## src/host_mem_consts.svh

```systemverilog
// host memory constants
// bus widths, memory size and command queue depth
`ifndef HOST_MEM_CONSTS_SVH
`define HOST_MEM_CONSTS_SVH

// bus fields
`define HM_ADDR_W      16
`define HM_DATA_W      64
`define HM_STRB_W      8
`define HM_ID_W        5
`define HM_LEN_W       8      // beats minus one

// on-chip memory
`define HM_DEPTH       256
`define HM_IDX_W       8

`define HM_CMD_DEPTH   4      // per command queue

`endif
```

## src/host_mem_pkg.sv

```systemverilog
// host memory types
// word index and the byte-enabled write request
`include "host_mem_consts.svh"

package host_mem_pkg;

   typedef logic [`HM_IDX_W-1:0] mem_idx_t;

   // one word write where be selects the bytes
   typedef struct packed {
      logic                  en;
      mem_idx_t              idx;
      logic [`HM_DATA_W-1:0] data;
      logic [`HM_STRB_W-1:0] be;
   } mem_wr_t;

endpackage

```

## src/axi_pkg.sv

```systemverilog
// AXI channel payloads for the host memory slave
// one packed struct per channel and the okay response code
`include "host_mem_consts.svh"

package axi_pkg;

   typedef logic [1:0] axi_resp_t;

   localparam axi_resp_t resp_okay = 2'b00;

   // --------------------
   // address channels shared by aw and ar
   typedef struct packed {
      logic [`HM_ID_W-1:0]   id;
      logic [`HM_ADDR_W-1:0] addr;   // byte address
      logic [`HM_LEN_W-1:0]  len;
   } axi_ax_t;

   // --------------------
   // data and response channels
   typedef struct packed {
      logic [`HM_DATA_W-1:0] data;
      logic [`HM_STRB_W-1:0] strb;
      logic                  last;
   } axi_w_t;

   typedef struct packed {
      logic [`HM_ID_W-1:0] id;
      axi_resp_t           resp;
   } axi_b_t;

   typedef struct packed {
      logic [`HM_ID_W-1:0]   id;
      logic [`HM_DATA_W-1:0] data;
      axi_resp_t             resp;
      logic                  last;
   } axi_r_t;

endpackage

```

## src/host_mem_wr.sv

```systemverilog
// host memory write engine
// takes a write command, stores its beats and returns one response
`timescale 1ns/1ps
`include "host_mem_consts.svh"

module host_mem_wr
   import axi_pkg::*;
   import host_mem_pkg::*;
(
   input  logic    clk_out,
   input  logic    sync_rst_n,
   input  logic    cmd_valid_i,
   output logic    cmd_ready_o,
   input  axi_ax_t cmd_i,
   input  logic    wvalid_i,
   output logic    wready_o,
   input  axi_w_t  w_i,
   output logic    bvalid_o,
   input  logic    bready_i,
   output axi_b_t  b_o,
   output mem_wr_t mem_wr_o
);

   localparam int byte_off_w = $clog2(`HM_STRB_W);

   typedef enum logic [1:0] {
      st_idle,
      st_data,
      st_resp
   } wr_state_t;

   wr_state_t           state;
   logic [`HM_ID_W-1:0] id_q;
   mem_idx_t            idx_q;
   logic                cmd_take;
   logic                beat_take;
   logic                resp_done;

   assign cmd_ready_o = (state == st_idle);
   assign wready_o    = (state == st_data);
   assign bvalid_o    = (state == st_resp);

   assign cmd_take  = cmd_valid_i && cmd_ready_o;
   assign beat_take = wvalid_i && wready_o;
   assign resp_done = bvalid_o && bready_i;

   // --------------------
   // beat to memory write on the accepting edge
   always_comb begin
      mem_wr_o.en   = beat_take;
      mem_wr_o.idx  = idx_q;
      mem_wr_o.data = w_i.data;
      mem_wr_o.be   = w_i.strb;
      b_o.id        = id_q;
      b_o.resp      = resp_okay;
   end

   always_ff @(posedge clk_out or negedge sync_rst_n) begin
      if (!sync_rst_n) begin
         state <= st_idle;
      end else begin
         case (state)
            st_idle: if (cmd_take)              state <= st_data;
            st_data: if (beat_take && w_i.last) state <= st_resp;
            st_resp: if (resp_done)             state <= st_idle;
            default:                            state <= st_idle;
         endcase
      end
   end

   always_ff @(posedge clk_out) begin
      if (cmd_take) begin
         id_q  <= cmd_i.id;
         idx_q <= cmd_i.addr[byte_off_w +: `HM_IDX_W];   // word index wraps
      end else if (beat_take) begin
         idx_q <= idx_q + 1'b1;
      end
   end

endmodule

```

## config.mk

```make
export PLATFORM = sky130hd
export DESIGN_NAME = host_mem_wr
export DESIGN_NICKNAME = d
export VERILOG_FILES = /design/src/host_mem_pkg.sv /design/src/axi_pkg.sv /design/src/host_mem_wr.sv
export VERILOG_INCLUDE_DIRS = /design/src
export SDC_FILE = /design/constraint.sdc
export NUM_CORES = 1
export LEC_CHECK = 0
export BUFFER_PORTS_ARGS = -buffer_cell sky130_fd_sc_hd__buf_4
export CAP_MARGIN = 15
export CORE_AREA = 2 2 77 79
export CTS_CLUSTER_SIZE = 16
export DETAILED_ROUTE_END_ITERATION = 8
export DIE_AREA = 0 0 79 81
export GPL_TIMING_DRIVEN = 1
export PLACE_DENSITY = 0.75
export SLEW_MARGIN = 20
export SYNTH_ARGS = -nofsm -noshare
export SYNTH_HDL_FRONTEND = slang
export SYNTH_SLANG_ARGS = --single-unit
```

## constraint.sdc

```tcl
create_clock -name clk_out -period 4.5 [get_ports clk_out]
set_input_delay 0.9 -clock clk_out [delete_from_list [all_inputs] [get_ports clk_out]]
set_output_delay 0.9 -clock clk_out [all_outputs]
set_load 0.02 [all_outputs]
```

=== Word-level counts from Yosys, hierarchy flattened ===
Index checks and enable logic that the tools add are counted.

* Eq/ne operators: 5
* Mux-type cells: 6
* Reduce and logical (&&, ||, !) cells: 7
* Add/sub/neg operators: 1

{| class="wikitable"
|+ Operators with widths
! operator !! count
|-
| two-way mux 8 bit || 2
|-
| adder 8 x 1 -> 8 bit, second input constant || 1
|-
| two-way mux 2 bit || 3
|-
| != test 2 x 1 -> 1 bit, second input constant || 3
|-
| case mux 2 bit (3 select lines) || 1
|-
| logical AND 1 bit || 4
|-
| AND reduction 3 bit || 1
|-
| equality test 2 x 1 -> 1 bit, second input constant || 1
|-
| equality test 2 bit, second input constant || 1
|-
| logical NOT 2 bit || 1
|-
| nonzero test 2 bit || 1
|}

* Output and inout bits: 91
* Logic and storage cells: 22
* Register bits: 15

=== Logic depth before layout (Yosys ltp) ===
* Depth in word-level cells: 5
* Mapped depth: 6

=== Least setup slack after synthesis ===
OpenSTA, ideal clock, no wires.

* Path type: input -> register
* Start point: in cmd_valid_i
* End point: reg idx_q[0] (enable)
* Stages on the path: 5
* Required time: 4,170 ps
* Slack: 2,285 ps
* Data arrival time: 1,885 ps
* Library setup time: 330 ps
* Cell sequence: or3b_1 > buf_6 > inv_2 > buf_4 > or2_1

* Longest elaborated chain between the ends: 2

{| class="wikitable"
|+ Ends and longest elaborated chain
! item !! RTL line !! text
|-
| start: declaration || host_mem_wr.sv:12 || <nowiki>input logic cmd_valid_i,</nowiki>
|-
| logical AND 1 bit || host_mem_wr.sv:43 || <nowiki>assign cmd_take = cmd_valid_i && cmd_ready_o;</nowiki>
|-
| via cmd_take || host_mem_wr.sv:35 || <nowiki>logic cmd_take;</nowiki>
|-
| nonzero test 2 bit (no source line) || -- ||
|-
| end signal: assignment || host_mem_wr.sv:74 || <nowiki>idx_q <= cmd_i.addr[byte_off_w +: `HM_IDX_W];</nowiki>
|-
| end signal: assignment || host_mem_wr.sv:76 || <nowiki>idx_q <= idx_q + 1'b1;</nowiki>
|-
| end: declaration || host_mem_wr.sv:34 || <nowiki>mem_idx_t idx_q;</nowiki>
|}

The timed path passes the listed nets, and every way through them passes these cells.
A chain may end at the register's enable or synchronous reset.

=== Worst setup path after layout ===
* Start point: in cmd_valid_i
* End point: reg idx_q[2] (enable)

* Longest elaborated chain between the ends: 2

{| class="wikitable"
|+ Ends and longest elaborated chain
! item !! RTL line
|-
| logical AND 1 bit || host_mem_wr.sv:43
|-
| nonzero test 2 bit (no source line) || --
|}

No other way between the ends.

==> impl_metrics.ini <==
[power]
total_power_mw = 0.733
peakVddDrop_mv = 0.217
p_leak_nw = 0.459
p_per_area_nw_per_um2 = 651

[critical_path]
critPathMaxStageDelay_ps = 520
reg2reg_to = idx_q[2]
worstPathArrival_ps = 2200
crit_path_cell_trace = buf_4, or3b_1, inv_2, or2_1
end_kind = flip-flop
critPathMaxFanout = 15
worst-path-stages = 4
timing.critical_path.from = cmd_valid_i
rr_startpoint = state[0]
cpMaxStageDelayCell = or3b_1
cp.required_ps = 4410
crit_type = primary input to flip-flop
path_delay_family = simple AND/OR/NAND/NOR gates
worstRegToRegCells = 3
regToRegSetupSlack_ps = 2500
path_buf_inv = 2
critPathCapture = idx_q[2]
start_kind = primary input

[drt]
first_pass_iters = 4
via_count = 682
wl_per_cell_um = 12.5
postRouteAntennaNets = 0
via_per_inst = 3.85
totalWireLength_um = 2210
first_iter_violations = 9
drc = 0

[floorplanning]
io_pins = 198
die_w_um = 79
core.rowCount = 28
core_um2 = 5680
initial_core_util_pct = 22.9
die_y_um = 81
die_area_um2 = 6400

[sta]
hold_viol = 0
max_freq_mhz = 436
finalMaxSlewViolations = 0
finalCriticalPeriod_ps = 2290
fin_crit_sh_pct = 50.9
finalClockSkew_ps = 0.815
finalHoldWorstSlack_ps = 423
setup_viol = 0
rsz0062_at_grt = no
tns_ps = 0
setup_ws_ps = 2210

[placement]
portBuffers = 35
post-place-ws_ps = 1920
hpwl_um = 1730
gp_congestion = 0.759
placed_cells = 173

[clocking]
cts.sinks = 15
cts_tree = built
clk_transition_reported_paths_ps = 60
postCtsSetupRepairBufs = 0
postCtsHoldBufs = 0
insertion_delay_ps = 240
htreeDepth = 1
clockBufferDepth = 2
cts_buffers = 3
cts-root-buf = clkbuf_8
cts-resized-gates = 0

[finish]
layout_commonest_cell = buf_4
layout_common_cells = buf_4, edfxtp_1, nand2_1, nand3_1, nor2_1
layout-drive-gt1-share_pct = 46.1
antenna_cells = 0
area_growth_pct = -13.6
nets = 211
final_cells = 177

[global_routing]
globalRoute.totalOverflow = 0
grt_max_degree = 16
grt_pass1_vias = 649
antenna_found_initial = 0
grt_pass1_wl_um = 3260
grtUsageTotal_pct = 6.83

[logic_synthesis]
synth_seq_cells = 15
avgSynthCellArea_um2 = 9.36
syn_inst = 139
ys_async_sr_fraction_pct = 13.3
post_synth_num_cell_types = 27
syn_area_um2 = 1300
yosys_warnings = 0
ys_dominant_reg_cell = edfxtp_1
synth-edff-count = 13
ys_seq_area_share_pct = 33.8

[run_status]
outcome = finished, final reports clean

[flow_run]
maxCapViolCount = 0

[min_path]
hp-class = primary input to asynchronous set/reset pin
-- cell type report --
cell class                 instances  area [um2]
tap                               75        93.8
inverter                           3        11.3
multi-input combinational         45         272
sequential                        15         440
timing repair buffer              35         263
clock buffer                       4        45.0
fill                             653        4550
-- kinds of logic after synthesis --
logic type,count (synthesis),share of synthesized area (%)
AO/OA/AOI/OAI,10,5.48
buffers and inverters,80,45.6
other,1,0.288
adder cells (fa/ha/maj),1,0.961
XOR/XNOR,3,2.02
AND/OR/NAND/NOR,29,11.8
flip-flops,15,33.8
-- state kept, by name, indices dropped and copies added, names as in the netlist --
name   flops
id_q       5
idx_q      8
state      2
-- power breakdown --
| part | total [mW] | switching [mW] | internal [mW] |
|---|---|---|---|
| clock | 0.108 | 0.0455 | 0.0627 |
| combinational | 0.340 | 0.196 | 0.144 |
| sequential | 0.285 | 0.0524 | 0.233 |
| total | 0.733 | 0.294 | 0.439 |
-- cells in the mapped netlist (2+ instances only) --
cell      instances  area [um2]
a31oi_1           2        12.5
and2b_2           2        17.5
buf_4            76         571
dfrtp_1           2        50.1
edfxtp_1         13         390
inv_1             2        7.51
nand2_1           8        30.0
nand2_2           3        18.8
nand3_1           5        25.0
nor2_1            4        15.0
o21ai_0           2        10.0
o21ai_2           3        26.3
or3_1             2        12.5
xor2_1            2        17.5
-- metrics by stage --
step / utilization, % / cell area [um2]
5_1_grt: 19.8 / 1120
3_5_place_dp: 19.0 / 1080
6_report: 19.8 / 1120
2_1_floorplan: - / 1310
4_1_cts: 19.8 / 1120
3_3_place_gp: 19.0 / 1080
-- worst min path at each step --
stage,to,slack (ps),cells after the start
after floorplan,state[0],600,0
after global placement,idx_q[6],640,2
after detailed placement,idx_q[6],660,2
after CTS,state[0],420,1
after global routing,state[1],410,1
final,state[0],420,1
-- metal layers --
metal / vias to the layer above / track usage, % / routed length, um
met1: 302 / 6.13 / 682
met3: 25 / 4.00 / 372
met2: 50 / 10.1 / 1020
li1: 305 / - / -
met4: 0 / 7.76 / 136
met5: - / 0 / 0
Power figures use the tool's default switching activity.
