`config.mk`:
```
export PLATFORM = sky130hd
export DESIGN_NAME = host_mem_rd
export DESIGN_NICKNAME = d
export VERILOG_FILES = /design/src/host_mem_pkg.sv /design/src/axi_pkg.sv /design/src/host_mem_rd.sv
export VERILOG_INCLUDE_DIRS = /design/src
export SDC_FILE = /design/constraint.sdc
export NUM_CORES = 1
export LEC_CHECK = 0
export BUFFER_PORTS_ARGS = -buffer_cell sky130_fd_sc_hd__buf_2
export CORE_ASPECT_RATIO = 0.6
export CORE_MARGIN = 3
export CORE_UTILIZATION = 39
export CTS_BUF_LIST = sky130_fd_sc_hd__clkbuf_2 sky130_fd_sc_hd__clkbuf_4 sky130_fd_sc_hd__clkbuf_8
export DETAILED_ROUTE_END_ITERATION = 8
export GPL_ROUTABILITY_DRIVEN = 0
export PLACE_DENSITY = 0.9
export SYNTH_ARGS = -nofsm -noshare
export SYNTH_HDL_FRONTEND = slang
export SYNTH_SLANG_ARGS = --single-unit
```
`constraint.sdc`:
```
create_clock -name clk_out -period 3.3 [get_ports clk_out]
set_input_delay 0.165 -clock clk_out [delete_from_list [all_inputs] [get_ports clk_out]]
set_output_delay 0.165 -clock clk_out [all_outputs]
set_load 0.1 [all_outputs]
```
`src/host_mem_consts.svh`:
```
// host memory constants
// bus widths, memory size and command queue depth
`ifndef HOST_MEM_CONSTS_SVH
`define HOST_MEM_CONSTS_SVH

// bus fields
`define HM_ADDR_W      16
`define HM_DATA_W      64
`define HM_STRB_W      8
`define HM_ID_W        5
`define HM_LEN_W       8      // beats minus one

// on-chip memory
`define HM_DEPTH       256
`define HM_IDX_W       8

`define HM_CMD_DEPTH   4      // per command queue

`endif
```
`src/host_mem_pkg.sv`:
```
// host memory types
// word index and the byte-enabled write request
`include "host_mem_consts.svh"

package host_mem_pkg;

   typedef logic [`HM_IDX_W-1:0] mem_idx_t;

   // one word write where be selects the bytes
   typedef struct packed {
      logic                  en;
      mem_idx_t              idx;
      logic [`HM_DATA_W-1:0] data;
      logic [`HM_STRB_W-1:0] be;
   } mem_wr_t;

endpackage

```
`src/axi_pkg.sv`:
```
// AXI channel payloads for the host memory slave
// one packed struct per channel and the okay response code
`include "host_mem_consts.svh"

package axi_pkg;

   typedef logic [1:0] axi_resp_t;

   localparam axi_resp_t resp_okay = 2'b00;

   // --------------------
   // address channels shared by aw and ar
   typedef struct packed {
      logic [`HM_ID_W-1:0]   id;
      logic [`HM_ADDR_W-1:0] addr;   // byte address
      logic [`HM_LEN_W-1:0]  len;
   } axi_ax_t;

   // --------------------
   // data and response channels
   typedef struct packed {
      logic [`HM_DATA_W-1:0] data;
      logic [`HM_STRB_W-1:0] strb;
      logic                  last;
   } axi_w_t;

   typedef struct packed {
      logic [`HM_ID_W-1:0] id;
      axi_resp_t           resp;
   } axi_b_t;

   typedef struct packed {
      logic [`HM_ID_W-1:0]   id;
      logic [`HM_DATA_W-1:0] data;
      axi_resp_t             resp;
      logic                  last;
   } axi_r_t;

endpackage

```
`src/host_mem_rd.sv`:
```
// host memory read engine
// steps through a read burst and streams one beat per word
`timescale 1ns/1ps
`include "host_mem_consts.svh"

module host_mem_rd
   import axi_pkg::*;
   import host_mem_pkg::*;
(
   input  logic                  clk_out,
   input  logic                  sync_rst_n,
   input  logic                  cmd_valid_i,
   output logic                  cmd_ready_o,
   input  axi_ax_t               cmd_i,
   output logic                  rvalid_o,
   input  logic                  rready_i,
   output axi_r_t                r_o,
   output logic                  rd_en_o,
   output mem_idx_t              rd_idx_o,
   input  logic [`HM_DATA_W-1:0] rd_data_i
);

   localparam int byte_off_w = $clog2(`HM_STRB_W);

   typedef enum logic [1:0] {
      st_idle,
      st_fetch,    // first word read
      st_stream
   } rd_state_t;

   rd_state_t            state;
   logic [`HM_ID_W-1:0]  id_q;
   logic [`HM_LEN_W-1:0] cnt_q;    // beats left after this one
   mem_idx_t             idx_q;    // next word to fetch
   logic                 cmd_take;
   logic                 beat_last;
   logic                 xfer;

   assign cmd_ready_o = (state == st_idle);
   assign rvalid_o    = (state == st_stream);
   assign cmd_take    = cmd_valid_i && cmd_ready_o;
   assign beat_last   = (cnt_q == '0);
   assign xfer        = rvalid_o && rready_i;

   // fetch ahead on each transfer, so the memory word holds while stalled
   assign rd_en_o  = (state == st_fetch) || (xfer && !beat_last);
   assign rd_idx_o = idx_q;

   always_comb begin
      r_o.id   = id_q;
      r_o.data = rd_data_i;
      r_o.resp = resp_okay;
      r_o.last = beat_last;
   end

   always_ff @(posedge clk_out or negedge sync_rst_n) begin
      if (!sync_rst_n) begin
         state <= st_idle;
      end else begin
         case (state)
            st_idle:   if (cmd_take)          state <= st_fetch;
            st_fetch:                         state <= st_stream;
            st_stream: if (xfer && beat_last) state <= st_idle;
            default:                          state <= st_idle;
         endcase
      end
   end

   always_ff @(posedge clk_out) begin
      if (cmd_take) begin
         id_q  <= cmd_i.id;
         cnt_q <= cmd_i.len;
         idx_q <= cmd_i.addr[byte_off_w +: `HM_IDX_W];
      end else begin
         if (rd_en_o) idx_q <= idx_q + 1'b1;
         if (xfer && !beat_last) cnt_q <= cnt_q - 1'b1;
      end
   end

endmodule

```
======== After elaboration in Yosys (flattened, before gate mapping) ========
Cells that the tools add are included.
cells by class
  mux-type cells .......................... 7
  $add $sub $neg .......................... 2
  equality and inequality tests ........... 4
  reductions and logical operators ........ 11
operators by type and width
  cell                   number
  $mux W8                4
  $add A8 B1 Y8 const B  1
  $logic_not A8 Y1       1
  $sub A8 B1 Y8 const B  1
  $pmux W2 S3            1
  $logic_and A1 B1 Y1    4
  $mux W2                2
  $ne A2 B1 Y1 const B   2
  $reduce_bool A2 Y1     2
  $eq A2 B1 Y1 const B   1
  $eq A2 B2 Y1 const B   1
  $logic_not A2 Y1       1
  $reduce_and A2 Y1      1
  $logic_not A1 Y1       1
  $logic_or A1 B1 Y1     1
storage, ports and cells
  flip-flop bits (word level) ............. 23
  output and inout bits ................... 83
  word-level logic and storage cells ...... 28
  input port bits ......................... 97

======== Logic depth before layout (Yosys ltp) ========
  depth in word-level cells ............... 6
  gate-level depth with buffers ........... 5
  mapped depth without buffers ............ 5

======== Worst setup path before layout ========
Ideal clock, no wire load.
  path type ............................... register to output
  start ................................... reg state[0]
  end ..................................... out rd_en_o
  stages on the path, launching flop included .. 4
  setup slack ............................. -0.107 ns
  path buffers ............................ 0
  required time ........................... 3.135 ns
  arrival time ............................ 3.242 ns
  cell sequence ........................... dfrtp_1 nor2b_1 o311ai_2 o21ai_0
between the ends
  word-level cells in the longest chain between the ends .. 4
  elaborated cells between the ends (all ways) .. 5
  those cells by class .................... 2 x eq/ne; 3 x reduce/logical
ends and longest elaborated chain
  element                   RTL line           text
  start: declaration        host_mem_rd.sv:31  rd_state_t state;
  start signal: assignment  host_mem_rd.sv:58  state <= st_idle;
  start signal: assignment  host_mem_rd.sv:61  st_idle: if (cmd_take) state <= st_fetch;
  start signal: assignment  host_mem_rd.sv:62  st_fetch: state <= st_stream;
  $eq A2 B2 Y1              host_mem_rd.sv:40  assign rvalid_o = (state == st_stream);
  net rvalid_o              host_mem_rd.sv:15  output logic rvalid_o,
  $logic_and A1 B1 Y1       host_mem_rd.sv:43  assign xfer = rvalid_o && rready_i;
  $logic_and A1 B1 Y1       host_mem_rd.sv:46  assign rd_en_o = (state == st_fetch) || (xfer && !beat_last);
  $logic_or A1 B1 Y1        host_mem_rd.sv:46
  end: declaration          host_mem_rd.sv:18  output logic rd_en_o,
The timed path passes the listed nets, and every way through them passes these cells.

======== Final worst setup path ========
  start ................................... reg cnt_q[4]
  end ..................................... reg idx_q[3], in the netlist rd_idx_o[3], enable pin
between the ends
  word-level cells in the longest chain between the ends .. 5
ends and longest elaborated chain
  element                       RTL line           text
  start: declaration            host_mem_rd.sv:33  logic [`HM_LEN_W-1:0] cnt_q;
  start signal: assignment      host_mem_rd.sv:72  cnt_q <= cmd_i.len;
  start signal: assignment      host_mem_rd.sv:76  if (xfer && !beat_last) cnt_q <= cnt_q - 1'b1;
  $logic_not A8 Y1              host_mem_rd.sv:42  assign beat_last = (cnt_q == '0);
  $logic_not A1 Y1              host_mem_rd.sv:46
  $logic_and A1 B1 Y1           host_mem_rd.sv:46
  $logic_or A1 B1 Y1            host_mem_rd.sv:46
  $reduce_bool A2 Y1 (no line)  --
  end signal: assignment        host_mem_rd.sv:73  idx_q <= cmd_i.addr[byte_off_w +: `HM_IDX_W];
  end signal: assignment        host_mem_rd.sv:75  if (rd_en_o) idx_q <= idx_q + 1'b1;
  end: declaration              host_mem_rd.sv:34  mem_idx_t idx_q;
No other way between the ends.
A chain may end at the register's enable or synchronous reset.

==> results.sh <==
export IMPL_outcome="finished clean"
export IMPL_htreeDepth=1
export IMPL_antenna_left=0
export IMPL_worst_skew_pair_late_latency_ns=0.27
export IMPL_drive_gt1_frac=0.3161
export IMPL_cp_start_kind="flip-flop"
export IMPL_synthTopCellsByArea="sky130_fd_sc_hd__edfxtp_1 (37%), sky130_fd_sc_hd__buf_4 (30%), sky130_fd_sc_hd__o21ai_0 (3.6%), sky130_fd_sc_hd__dfrtp_1 (3.0%), sky130_fd_sc_hd__nand2_1 (2.9%)"
export IMPL_number_of_global_route_vias_before_repair=990
export IMPL_timing_max_slew_rel_slack=0.2165
export IMPL_power_per_cell_area_nw_per_um2=1267
export IMPL_grt_overflow_total=0
export IMPL_final_common_cell="sky130_fd_sc_hd__buf_2"
export IMPL_cts_sinks=23
export IMPL_globalRouteTotalUtil=0.1160
export IMPL_fp_dieH_um=56.92
export IMPL_max_freq_mhz=432.8
export IMPL_timing_max_transition_violations_final=0
export IMPL_number_of_cts_inserted_buffers=3
export IMPL_timing_critical_path_to_type="flip-flop"
export IMPL_final_setup_tns_ns=0
export IMPL_vias_per_cell=4.958
export IMPL_antenna_found_initial=0
export IMPL_i_o_pins=180
export IMPL_tritoncts="done"
export IMPL_dp_hpwl_um=2221
export IMPL_synth_edf_count=21
export IMPL_synth_ff_latch_count=23
export IMPL_synth_lib_cells_used_distinct=29
export IMPL_cells_along_the_critical_path="or4_4 > o311ai_2 > o21ai_0"
export IMPL_die_width_um=90.87
export IMPL_placement_rows=17
export IMPL_synth_yosys_seq_area_share=0.4039
export IMPL_routed_wirelength_um=3022
export IMPL_cp_slowest_cell="sky130_fd_sc_hd__or4_4"
export IMPL_holdCritPathClass="input pin to flip-flop"
export IMPL_cp_slowest_stage_delay_ns=0.60
export IMPL_core_region_area_um2=3914
export IMPL_clock_pin_slew_of_the_registers_on_the_worst_case_setup_and_hold_paths_ns=0.09
export IMPL_syn_avg_cell_area_um2=9.468
export IMPL_report_final_setup_viol=0
export IMPL_drt_first_iter_violations=33
export IMPL_final_cell_mix="sky130_fd_sc_hd__buf_2 (41), sky130_fd_sc_hd__edfxtp_1 (21), sky130_fd_sc_hd__nand2_1 (13)"
export IMPL_critical_path_peak_fanout=8
export IMPL_timing_max_cap_violations=0
export IMPL_yosys_most_used_dff="sky130_fd_sc_hd__edfxtp_1"
export IMPL_finalPower_mw=1.909
export IMPL_clock_tree_root_cell="sky130_fd_sc_hd__clkbuf_8"
export IMPL_async_reset_ff_frac=0.08696
export IMPL_floorplan_initialDensity=0.4306
export IMPL_worst_slew_pin_slew_ns=1.163
export IMPL_synth_area_um2=1685
export IMPL_drc_violations_left=0
export IMPL_synth_top_area_cell="sky130_fd_sc_hd__edfxtp_1"
export IMPL_cts_path_max_buffers=2
export IMPL_synthCells=178
export IMPL_worst_ep_required_time_ns=3.17
export IMPL_firstDrtPassIters=4
export IMPL_wp_data_arrival_ns=2.18
export IMPL_timing_final_hold_violations=0
export IMPL_crit_family="compound AO/OA/AOI/OAI gates"
export IMPL_timing_worst_setup_path_type="flip-flop to flip-flop"
export IMPL_static_leakage_nw=0.6175
export IMPL_power_ir_vdd_worst_mv=0.2468
export IMPL_cts_resized=0
export IMPL_rsz0062_at_grt="false"
export IMPL_synthToLayoutAreaGrowth_pct=-10.62
export IMPL_route_vias_total=1051
export IMPL_layout_nets=256
export IMPL_grt_start_max_net_pins=23
export IMPL_yosys_synthesis_warning_count=0
export IMPL_grt_pass1_wl_um=4816
export IMPL_io_buffer_count=41
export IMPL_layout_worst_path_cycle_share=0.7001
export IMPL_synth_top_cell_area_share=0.3742
export IMPL_worst_setup_skew_after_layout_ns=0.003641
export IMPL_antennaDiodeCount=0
export IMPL_wl_per_cell_um=14.25
export IMPL_die_outline_area_um2=5172
export IMPL_critPathBufInv=0
export IMPL_finalCriticalPeriod_ns=2.310
## cell families (layout without fill, tap and decap cells)
kind of cell	count (synthesis)	count (layout)	share of synthesized area
compound gates	24	24	0.08835
xor+xnor	6	6	0.03119
fa+ha+maj	3	3	0.02227
buf+inv	78	54	0.3252
flops	23	23	0.4039
other cells	1	2	0.002225
simple gates	43	43	0.1270
## worst reg2reg max path: stages (launching register included)
cell                       delay, ns
sky130_fd_sc_hd__edfxtp_1       0.46
sky130_fd_sc_hd__or4_4          0.60
sky130_fd_sc_hd__o311ai_2       0.35
sky130_fd_sc_hd__o21ai_0        0.49
## through the flow
stage	cell area, um^2	hold WS, ns	utilization	instances	worst slack [ns]
finish	1506	0.06858	0.3849	212	0.9895
global route	1506	0.05420	0.3849	212	0.8339
CTS	1506	0.05640	0.3849	212	0.9661
detailed placement	1450	-0.04585	0.3705	207	1.002
global placement	1450	-0.04765	0.3705	207	1.042
floorplan	1692	-0.1306	-	179	0.5383
## cells in the mapped netlist, types with 2 or more instances
master,number
sky130_fd_sc_hd__inv_1,8
sky130_fd_sc_hd__buf_2,3
sky130_fd_sc_hd__o21ai_0,12
sky130_fd_sc_hd__a21oi_1,3
sky130_fd_sc_hd__xnor2_1,3
sky130_fd_sc_hd__dfrtp_1,2
sky130_fd_sc_hd__buf_4,67
sky130_fd_sc_hd__nand4_1,2
sky130_fd_sc_hd__nand3_1,6
sky130_fd_sc_hd__nand2_1,13
sky130_fd_sc_hd__or3_1,4
sky130_fd_sc_hd__or4_1,2
sky130_fd_sc_hd__nor2_1,10
sky130_fd_sc_hd__edfxtp_1,21
sky130_fd_sc_hd__a31oi_1,4
sky130_fd_sc_hd__ha_1,3
sky130_fd_sc_hd__xor2_1,3
## repair_timing
action,CTS,global route
endpoints found under the hold margin,2,0
setup buffers,0,0
hold buffers,1,0
## power by group
group | total [mW] | internal (mW) | leakage (nW) | switching [mW]
clock | 0.180 | 0.0844 | 0.0255 | 0.0960
combinational | 1.09 | 0.212 | 0.366 | 0.876
sequential | 0.641 | 0.517 | 0.226 | 0.124
## final timing paths
kind / cells after the start / slack, ns / from / end
hold reg to reg: 1 / 0.54 / state[1] / state[1]
max in group asynchronous: 2 / 3.01 / sync_rst_n / state[0]
hold / removal: 1 / 0.07 / cmd_i[27] / id_q[3]
setup / recovery: 3 / 0.99 / cnt_q[4] / rd_idx_o[3]
min in group asynchronous: 2 / 0.20 / sync_rst_n / state[1]
setup reg to reg: 3 / 0.99 / cnt_q[4] / rd_idx_o[3]
## sequential cells by signal (all words and copies together), names as in the netlist
name and count:
state 2, rd_idx_o 8, cnt_q 8, id_q 5
## layer usage
layer / GRT usage / routed length (um)
met1: 0.1442 / 1262
met4: 0.02361 / 10
met2: 0.1560 / 1264
met5: 0 / 0
met3: 0.09371 / 485
## cell type report
class                           count  area, um^2
Sequential cell                    23       680.7
Tap cell                           57       71.32
Clock inverter                      1       5.005
Fill cell                         429        2407
Clock buffer                        3       41.29
Multi-Input combinational cell     78       462.9
Timing Repair Buffer               42       215.2
Inverter                            8       30.03
No activity file was read; power rests on OpenSTA's default activity.
