===== src/host_mem_consts.svh =====
// host memory constants
// bus widths, memory size and command queue depth
`ifndef HOST_MEM_CONSTS_SVH
`define HOST_MEM_CONSTS_SVH

// bus fields
`define HM_ADDR_W      16
`define HM_DATA_W      64
`define HM_STRB_W      8
`define HM_ID_W        5
`define HM_LEN_W       8      // beats minus one

// on-chip memory
`define HM_DEPTH       256
`define HM_IDX_W       8

`define HM_CMD_DEPTH   4      // per command queue

`endif

===== src/cmd_fifo.sv =====
// command queue
// circular buffer with valid/ready on both sides and a typed payload
`timescale 1ns/1ps
`include "host_mem_consts.svh"

module cmd_fifo #(
   parameter type payload_t = logic
) (
   input  logic     clk_out,
   input  logic     sync_rst_n,
   input  logic     in_valid_i,
   output logic     in_ready_o,
   input  payload_t in_data_i,
   output logic     out_valid_o,
   input  logic     out_ready_i,
   output payload_t out_data_o
);

   localparam int ptr_w = $clog2(`HM_CMD_DEPTH);

   payload_t         entries [`HM_CMD_DEPTH];
   logic [ptr_w-1:0] wr_ptr;
   logic [ptr_w-1:0] rd_ptr;
   logic [ptr_w:0]   count;
   logic             push;
   logic             pop;

   assign in_ready_o  = (count < `HM_CMD_DEPTH);
   assign out_valid_o = (count != '0);
   assign out_data_o  = entries[rd_ptr];   // head

   assign push = in_valid_i && in_ready_o;
   assign pop  = out_valid_o && out_ready_i;

   always_ff @(posedge clk_out) begin
      if (push) begin
         entries[wr_ptr] <= in_data_i;
      end
   end

   always_ff @(posedge clk_out or negedge sync_rst_n) begin
      if (!sync_rst_n) begin
         wr_ptr <= '0;
         rd_ptr <= '0;
         count  <= '0;
      end else begin
         if (push) wr_ptr <= wr_ptr + 1'b1;   // wraps at depth
         if (pop)  rd_ptr <= rd_ptr + 1'b1;
         case ({push, pop})
            2'b10:   count <= count + 1'b1;
            2'b01:   count <= count - 1'b1;
            default: count <= count;
         endcase
      end
   end

endmodule


===== config.mk =====
export PLATFORM = sky130hd
export DESIGN_NAME = cmd_fifo
export DESIGN_NICKNAME = d
export VERILOG_FILES = /design/src/cmd_fifo.sv
export VERILOG_INCLUDE_DIRS = /design/src
export SDC_FILE = /design/constraint.sdc
export NUM_CORES = 1
export LEC_CHECK = 0
export BUFFER_PORTS_ARGS = -buffer_cell sky130_fd_sc_hd__buf_2
export CAP_MARGIN = 20
export CELL_PAD_IN_SITES_DETAIL_PLACEMENT = 1
export CELL_PAD_IN_SITES_GLOBAL_PLACEMENT = 2
export CORE_MARGIN = 2
export CORE_UTILIZATION = 35
export CTS_CLUSTER_SIZE = 12
export DETAILED_ROUTE_END_ITERATION = 8
export PLACE_DENSITY_LB_ADDON = 0.1
export SLEW_MARGIN = 20
export SYNTH_ARGS = -nofsm -noshare
export SYNTH_HDL_FRONTEND = slang
export SYNTH_SLANG_ARGS = --single-unit

===== constraint.sdc =====
create_clock -name clk_out -period 2.5 [get_ports clk_out]
set_clock_uncertainty 0.2 [all_clocks]
set_input_delay 0.375 -clock clk_out [delete_from_list [all_inputs] [get_ports clk_out]]
set_output_delay 0.375 -clock clk_out [all_outputs]
set_load 0.01 [all_outputs]

Word-level counts from Yosys, hierarchy flattened. Memories as Yosys holds them, arrays and structs flattened. Index checks and enable logic that the tools add are counted.

Flip-flop bits (word level): 7. Memory bits (writable): 4. Output and inout bits: 3. Word-level logic and storage cells: 18. Memories kept: 1.

Add/subtract/negate cells: 4. Magnitude comparators: 1. Equal/unequal tests: 2. Muxes and demuxes: 3. Reduce and logical (&&, ||, !) cells: 4.

Memory list: entries (depth 4, bits a word 1, rd ports 1, clocked after Yosys merged registers in 0, write ports 1, line cmd_fifo.sv:21) `` payload_t entries [`HM_CMD_DEPTH]; ``.

Operators with widths (number): $pmux W3 S2 (1); $add A2 B1 Y2 const B (2); $add A3 B1 Y3 const B (1); $lt A3 B3 Y1 const B (1); $reduce_bool A3 Y1 (1); $sub A3 B1 Y3 const B (1); $eq A2 B1 Y1 const B (1); $eq A2 B2 Y1 const B (1); $logic_and A1 B1 Y1 (2); $mux W1 (2); $reduce_bool A2 Y1 (1).

Depth between registers and ports, before layout. Gate-level depths: netlist (run 1).

Word-level depth: 4. Gate-level depth with buffers: 9. Gate-level depth less buffers: 8.

Least setup slack after synthesis (run 1). OpenSTA, ideal clock, no wires.

Kind: input-to-reg. Start point: input in_valid_i. End point: register count[2]. Library setup time: 0.080 ns. Arrival time: 1.614 ns. Setup slack: 0.606 ns. Stages: 9. Buffers on the path: 1. Path through: nor2b_1 > buf_2 > inv_1 > ha_1 > inv_1 > fa_1 > xor2_1 > nor2_1 > xnor2_1.

Word-level cells in the longest chain between the ends: 3.

Ends and longest elaborated chain: start: declaration (line cmd_fifo.sv:11) `input logic in_valid_i,`; $logic_and A1 B1 Y1 (*) (line cmd_fifo.sv:32) `assign push = in_valid_i && in_ready_o;`; $eq A2 B1 Y1 / $eq A2 B2 Y1 (equally long branches) (line cmd_fifo.sv:49) `case ({push, pop})`; $pmux W3 S2 / $reduce_bool A2 Y1 (equally long branches); end signal: assignment (line cmd_fifo.sv:50) `2'b10: count <= count + 1'b1;`; end signal: assignment (line cmd_fifo.sv:51) `2'b01: count <= count - 1'b1;`; end signal: assignment (line cmd_fifo.sv:52) `default: count <= count;`; end: declaration (line cmd_fifo.sv:24) `logic [ptr_w:0] count;`.

Every way passes the cells marked *; elsewhere a longest branch is shown, timed or not. A chain may end at the register's enable or synchronous reset.

Worst setup path in the final report (run 1).
Start point: register count[0]. End point: register count[2].

Word-level cells in the longest chain between the ends: 4.

Ends and longest elaborated chain: $reduce_bool A3 Y1 (*) (line cmd_fifo.sv:29) `assign out_valid_o = (count != '0);`; $logic_and A1 B1 Y1 (*) (line cmd_fifo.sv:33) `assign pop = out_valid_o && out_ready_i;`; net pop (line cmd_fifo.sv:26) `logic pop;`; $eq A2 B1 Y1 / $eq A2 B2 Y1 (equally long branches) (line cmd_fifo.sv:49); $pmux W3 S2 / $reduce_bool A2 Y1 (equally long branches).

Mark *: on every way through the listed nets, which the timed path passes. The rest lies on a longest branch.

==> results of run 1 <==
## layer usage
| metal | track usage | share of wire |
|---|---|---|
| met5 | 0 | 0 |
| met4 | 0.0545 | 0 |
| met3 | 0.0500 | 0.035 |
| met2 | 0.191 | 0.52 |
| met1 | 0.143 | 0.45 |
## critical path, delay by kind of cell (launching register included)
kind | cells | cell delay (ps)
adders and majority gates | 2 | 610
DFF | 1 | 390
AOI/OAI and AO/OA | 1 | 200
xor gates and xnor gates | 2 | 290
and+or+nand+nor | 1 | 120
buffers and inverters | 1 | 60
## flip-flops by register name, summed over array words and instances (netlist names)
register and cells:
entries 4, count 3, rd_ptr 2, wr_ptr 2
## layout make-up
type                       instances  area share
sequential                        11       0.455
multi-input combinational         25       0.353
timing repair buffer               9      0.0809
clock buffer                       4      0.0405
inverter                           7      0.0405
tap                               16      0.0308
## worst paths after layout
| kind | start | endpoint |
|---|---|---|
| worst max-delay path | count[0]$_DFFE_PN0P_ | count[2]$_DFFE_PN0P_ |
| worst min-delay path | in_data_i | entries[2]$_DFFE_PP_ |
| worst max register to register | count[0]$_DFFE_PN0P_ | count[2]$_DFFE_PN0P_ |
| worst min register to register | rd_ptr[1]$_DFFE_PN0P_ | rd_ptr[1]$_DFFE_PN0P_ |
| max in group asynchronous | sync_rst_n | wr_ptr[1]$_DFFE_PN0P_ |
| min in group asynchronous | sync_rst_n | rd_ptr[1]$_DFFE_PN0P_ |
## timing repair
item / in CTS / in global routing
hold endpoints to repair: 7 / 0
gates resized for setup: 0 / 0
hold buffers: 1 / 0
## through the flow
| step | hold slack (ps) | setup WS, ps |
|---|---|---|
| floorplan | -121 | 606 |
| global placement | 18.3 | 566 |
| detailed placement | 22.9 | 500 |
| CTS | 131 | 534 |
| global route | 129 | 430 |
| finish | 135 | 553 |
## cells by family after synthesis
logic type                 count (synthesis)  share of synthesized area
DFF                                       11                      0.532
and+or+nand+nor                            9                     0.0856
buffers and inverters                      8                     0.0563
xor gates and xnor gates                   6                     0.0946
adders and majority gates                  6                      0.149
AOI/OAI and AO/OA                          2                     0.0248
muxes                                      2                     0.0586
## cell usage in the layout, fill, tap and decap left out, drive strengths merged
cell	count
mux2i	1
edfxtp	4
nor2	1
fa	1
mux4	1
and2	4
clkbuf	4
inv	7
xor2	2
nand2	2
buf	8
o21ai	1
o31a	1
dfrtp	7
xnor2	4
nand3	1
nor2b	1
dlygate4sd3	1
ha	5
## where the power goes
group	total (mW)	internal (mW)	switching, mW	leakage, nW
combinational	0.321	0.159	0.161	0.166
sequential	0.311	0.260	0.0515	0.119
clock	0.120	0.0616	0.0587	0.0150
==> flow_summary_export.csv, run 1 <==
group,metric,value,unit
outcome,status,"completed",
synth,synthDistinctLibCells,17,
power,power.density,1160,nW/um^2
routing,drc_errors,0,
finish,fillerInstances,154,
clocking,cts_buffers,3,
sta,slew_headroom,0.888,
synth,syn-num-nets,55,
floorplanning,die_y,43.8,um
floorplanning,pin_count,8,
sta,finalCritPeriodShare,0.779,
finish,nNetsFinal,68,
floorplanning,die-area,1920,um^2
floorplanning,coreArea,1490,um^2
critical_path,crit_required,2490,ps
grt,grt_usage,0.121,
clocking,clk_pin_slew_worst_paths,80,ps
synth,synth_area_leaders,"dfrtp_1 (32%), edfxtp_1 (22%), ha_1 (11%)",
power,finalPower,752,uW
place,dpl.hpwl,710,um
critical_path,cp.arrival,1940,ps
floorplanning,initial_core_util,0.373,
synth,syn_inst,44,
finish,finalInstanceArea,649,um^2
routing,first_pass_iters,2,
critical_path,end_kind,"register",
finish,n_antenna_cell,0,
routing,wl_per_cell,12.0,um
critical_path,cp-start-kind,"register",
clocking,clock_sinks,11,
sta,period_minus_slack,1950,ps
critical_path,cpPeakStageDelay,390,ps
sta,finalSetupViolCount,0,
finish,syn_to_final_growth,16.9,%
clocking,cts-root-buf,"clkbuf_4",
sta,worst_slew_pin_slew,168,ps
clocking,worstSkewPairLatency,260,ps
synth,async_reset_ff_frac,0.636,
clocking,post_cts_buffers,0,
place,numPortBuffers,7,
routing,wl,862,um
synth,syn_area,556,um^2
place,placed_cells,67,
min_path,min_path_cells,1,
synth,ys_ff_latch,11,
routing,ant_nets,0,
sta,rsz0062_at_grt,"no",
synth,synth.top_cell.area_share,0.315,
finish,regArea,295,um^2
clocking,cts_tree,"done",
critical_path,cp_cell_sequence,"o31a_1 -> ha_1 -> inv_1 -> fa_1 -> xor2_1 -> nor2_1 -> xnor2_1",
grt,overflow,0,
critical_path,reg2reg_slack,550,ps
synth,yosys_warnings,0,
synth,synth-seq-area-share,0.532,
floorplanning,die_x,43.8,um
synth,synth_edf_count,4,
grt,grt_max_degree,8,
routing,vias,333,
synth,post_synth_most_frequent_cells,"dfrtp_1 (7), inv_1 (7), ha_1 (5)",
min_path,hp-class,"in2reg",
routing,drt_iter0_drc,3,
finish,fin_cells,72,
finish,multi_input_area,229,um^2
grt,grt_pass1_wl,1640,um
run,maxCapViolations,0,
grt,grt_antenna_before_repair,0,
clocking,htree_num_levels,1,
critical_path,path_max_fanout,3,
power,static-leakage-power,0.299,nW
finish,drive_above_1_share,0.214,
floorplanning,rows,14,
critical_path,critPathKind,"reg2reg",
finish,final_core_util,0.436,
power,irDropWorstVdd,0.421,mV
sta,setup-tns-final,0,ps
sta,slew_viol_final,0,
synth,synthFlopType,"dfrtp_1",
sta,max_freq,514,MHz
critical_path,crit_path_top_delay_cell,"dfrtp_1",
place,place_area,613,um^2
synth,synth_top_area_cell,"dfrtp_1",
routing,viasPerCell,4.63,
sta,finalHoldViolations,0,
grt,grt_pass1_vias,366,
synth,synth_area_per_cell,12.6,um^2
clocking,clockBufferDepth,2,
critical_path,reg2regPathDepth,7,
place,place_congestion,0.813,
Power figures use the tool's default switching activity.
==> run 2, diff against run 1 <==
--- a/config.mk
+++ b/config.mk
@@ -11,7 +11,7 @@
 export CELL_PAD_IN_SITES_DETAIL_PLACEMENT = 1
 export CELL_PAD_IN_SITES_GLOBAL_PLACEMENT = 2
 export CORE_MARGIN = 2
-export CORE_UTILIZATION = 35
+export CORE_UTILIZATION = 32
 export CTS_CLUSTER_SIZE = 12
 export DETAILED_ROUTE_END_ITERATION = 8
 export PLACE_DENSITY_LB_ADDON = 0.1
==> constraint.sdc (replaced) <==
create_clock -name clk_out -period 1.6 [get_ports clk_out]
set_clock_uncertainty 0.2 [all_clocks]
set_input_delay 0.24 -clock clk_out [delete_from_list [all_inputs] [get_ports clk_out]]
set_output_delay 0.24 -clock clk_out [all_outputs]
set_load 0.01 [all_outputs]
==> flow_summary_export.csv, run 2 (same netlist as run 1, synthesis figures left out) <==
group,metric,value,unit
critical_path,cp.arrival,1780,ps
critical_path,path_max_fanout,2,
finish,final_common_cell,"dfrtp_1",
finish,largest_reg_flops,4,
sta,finalCritPeriodShare,1.12,
sta,finalHoldViolations,0,
run,maxCapViolations,0,
floorplanning,pin_count,8,
sta,max_freq,559,MHz
critical_path,crit_buf_inv,1,
power,irDropWorstVdd,0.609,mV
finish,drive_above_1_share,0.371,
floorplanning,die_y,45.7,um
sta,rsz0062_at_grt,"yes",
routing,vias,356,
floorplanning,die_x,45.7,um
routing,first_pass_iters,2,
critical_path,crit_required,1600,ps
routing,wl_per_cell,13.3,um
routing,ant_nets,0,
routing,drc_errors,0,
power,finalPower,1.34,mW
outcome,violations,"negative setup slack",
floorplanning,initial_core_util,0.333,
finish,fillerInstances,186,
finish,regArea,295,um^2
finish,n_antenna_cell,0,
sta,slew_viol_final,0,
finish,syn_to_final_growth,30.2,%
clocking,clockBufferDepth,2,
finish,layout_common_cells,"dfrtp_1 (7), buf_2 (6), buf_4 (6)",
clocking,htree_num_levels,1,
critical_path,cp_cell_sequence,"o31a_1 -> ha_4 -> inv_2 -> fa_2 -> mux2i_1",
grt,grt_antenna_before_repair,0,
sta,finalSetupViolCount,3,
grt,grt_usage,0.126,
min_path,hp-class,"in2async",
sta,setup-tns-final,-502,ps
place,placed_cells,71,
routing,wl,1050,um
grt,overflow,0,
place,place_congestion,0.741,
clocking,cts_buffers,3,
clocking,worstSkewPairLatency,270,ps
finish,nNetsFinal,74,
sta,period_minus_slack,1790,ps
outcome,status,"complete, but fails checks",
sta,worst_slew_pin_slew,214,ps
sta,fin_ws,-187,ps
routing,viasPerCell,4.51,
finish,multi_input_area,244,um^2
power,power.density,1860,nW/um^2
critical_path,cp_top_family,"adder cells",
floorplanning,coreArea,1670,um^2
clocking,clk_pin_slew_worst_paths,80,ps
sta,slew_headroom,0.857,
finish,final_core_util,0.433,
floorplanning,die-area,2090,um^2
finish,regMostFlops,"entries",
finish,reg.largest.list,"entries: 4 flops, count: 3 flops",
critical_path,critPathKind,"reg2reg",
power,static-leakage-power,0.330,nW
finish,fin_cells,79,
grt,grt_pass1_wl,1750,um
clocking,clock_sinks,11,
clocking,cts-root-buf,"clkbuf_4",
clocking,cts_tree,"done",
critical_path,cpPeakStageDelay,420,ps
critical_path,crit_path_top_delay_cell,"fa_2",
critical_path,cp-start-kind,"register",
place,numPortBuffers,7,
grt,grt_max_degree,8,
floorplanning,rows,15,
routing,drt_iter0_drc,2,
critical_path,end_kind,"register",
grt,grt_pass1_vias,432,
place,dpl.hpwl,809,um
==> run 2: changes by cell type in the layout (fill, tap and decap cells not counted), sizes merged <==
cell	before	now
clkinv	0	1
dlygate4sd3	1	2
buf	8	13
clkbuf	4	3
==> run 2: per-stage QoR <==
stage / setup WS, ps / instance area, um^2 / hold slack, ps
2_1_floorplan: -127 / 573 / -256
3_3_place_gp: -131 / 652 / -117
3_5_place_dp: -203 / 652 / -113
4_1_cts: -188 / 714 / 130
5_1_grt: -231 / 723 / 144
6_report: -187 / 723 / 135
==> run 2: layout make-up <==
cell class | count | share of cell area
Sequential cell | 11 | 0.408
Multi-Input combinational cell | 25 | 0.337
Timing Repair Buffer | 15 | 0.147
Inverter | 7 | 0.0398
Clock buffer | 3 | 0.0311
Tap cell | 17 | 0.0294
Clock inverter | 1 | 0.00692
==> run 2: path summary, 6_finish.rpt <==
| check | cells past startpoint | start | endpoint | slack, ps |
|---|---|---|---|---|
| setup / recovery | 5 | count[1]$_DFFE_PN0P_ | count[1]$_DFFE_PN0P_ | -190 |
| hold / removal | 2 | sync_rst_n | rd_ptr[1]$_DFFE_PN0P_ | 140 |
| setup reg to reg | 5 | count[1]$_DFFE_PN0P_ | count[1]$_DFFE_PN0P_ | -190 |
| hold reg to reg | 1 | rd_ptr[1]$_DFFE_PN0P_ | rd_ptr[1]$_DFFE_PN0P_ | 280 |
| max in group asynchronous | 2 | sync_rst_n | count[2]$_DFFE_PN0P_ | 910 |
| min in group clk_out | 1 | rd_ptr[1]$_DFFE_PN0P_ | rd_ptr[1]$_DFFE_PN0P_ | 280 |
==> run 2: power breakdown <==
part	internal (mW)	switching (mW)	total (mW)
sequential	0.406	0.0705	0.477
combinational	0.353	0.317	0.669
clock	0.0926	0.105	0.197
total	0.851	0.492	1.34
==> run 2: repair_timing <==
item	in CTS	in global routing
hold buffers	2	0
setup buffers	2	0
resized for setup	0	3
hold endpoints to repair	11	0
setup endpoints to repair	3	4
pin swaps	3	0
==> run 2: per-layer routing <==
| layer | wire length, um | share of wire | vias up | GRT usage |
|---|---|---|---|---|
| met5 | 0 | 0 | - | 0 |
| met4 | 5 | 0.0048 | 0 | 0.0882 |
| met3 | 24 | 0.023 | 2 | 0.0238 |
| met2 | 577 | 0.55 | 4 | 0.225 |
| met1 | 441 | 0.42 | 177 | 0.130 |
| li1 | - | - | 173 | - |
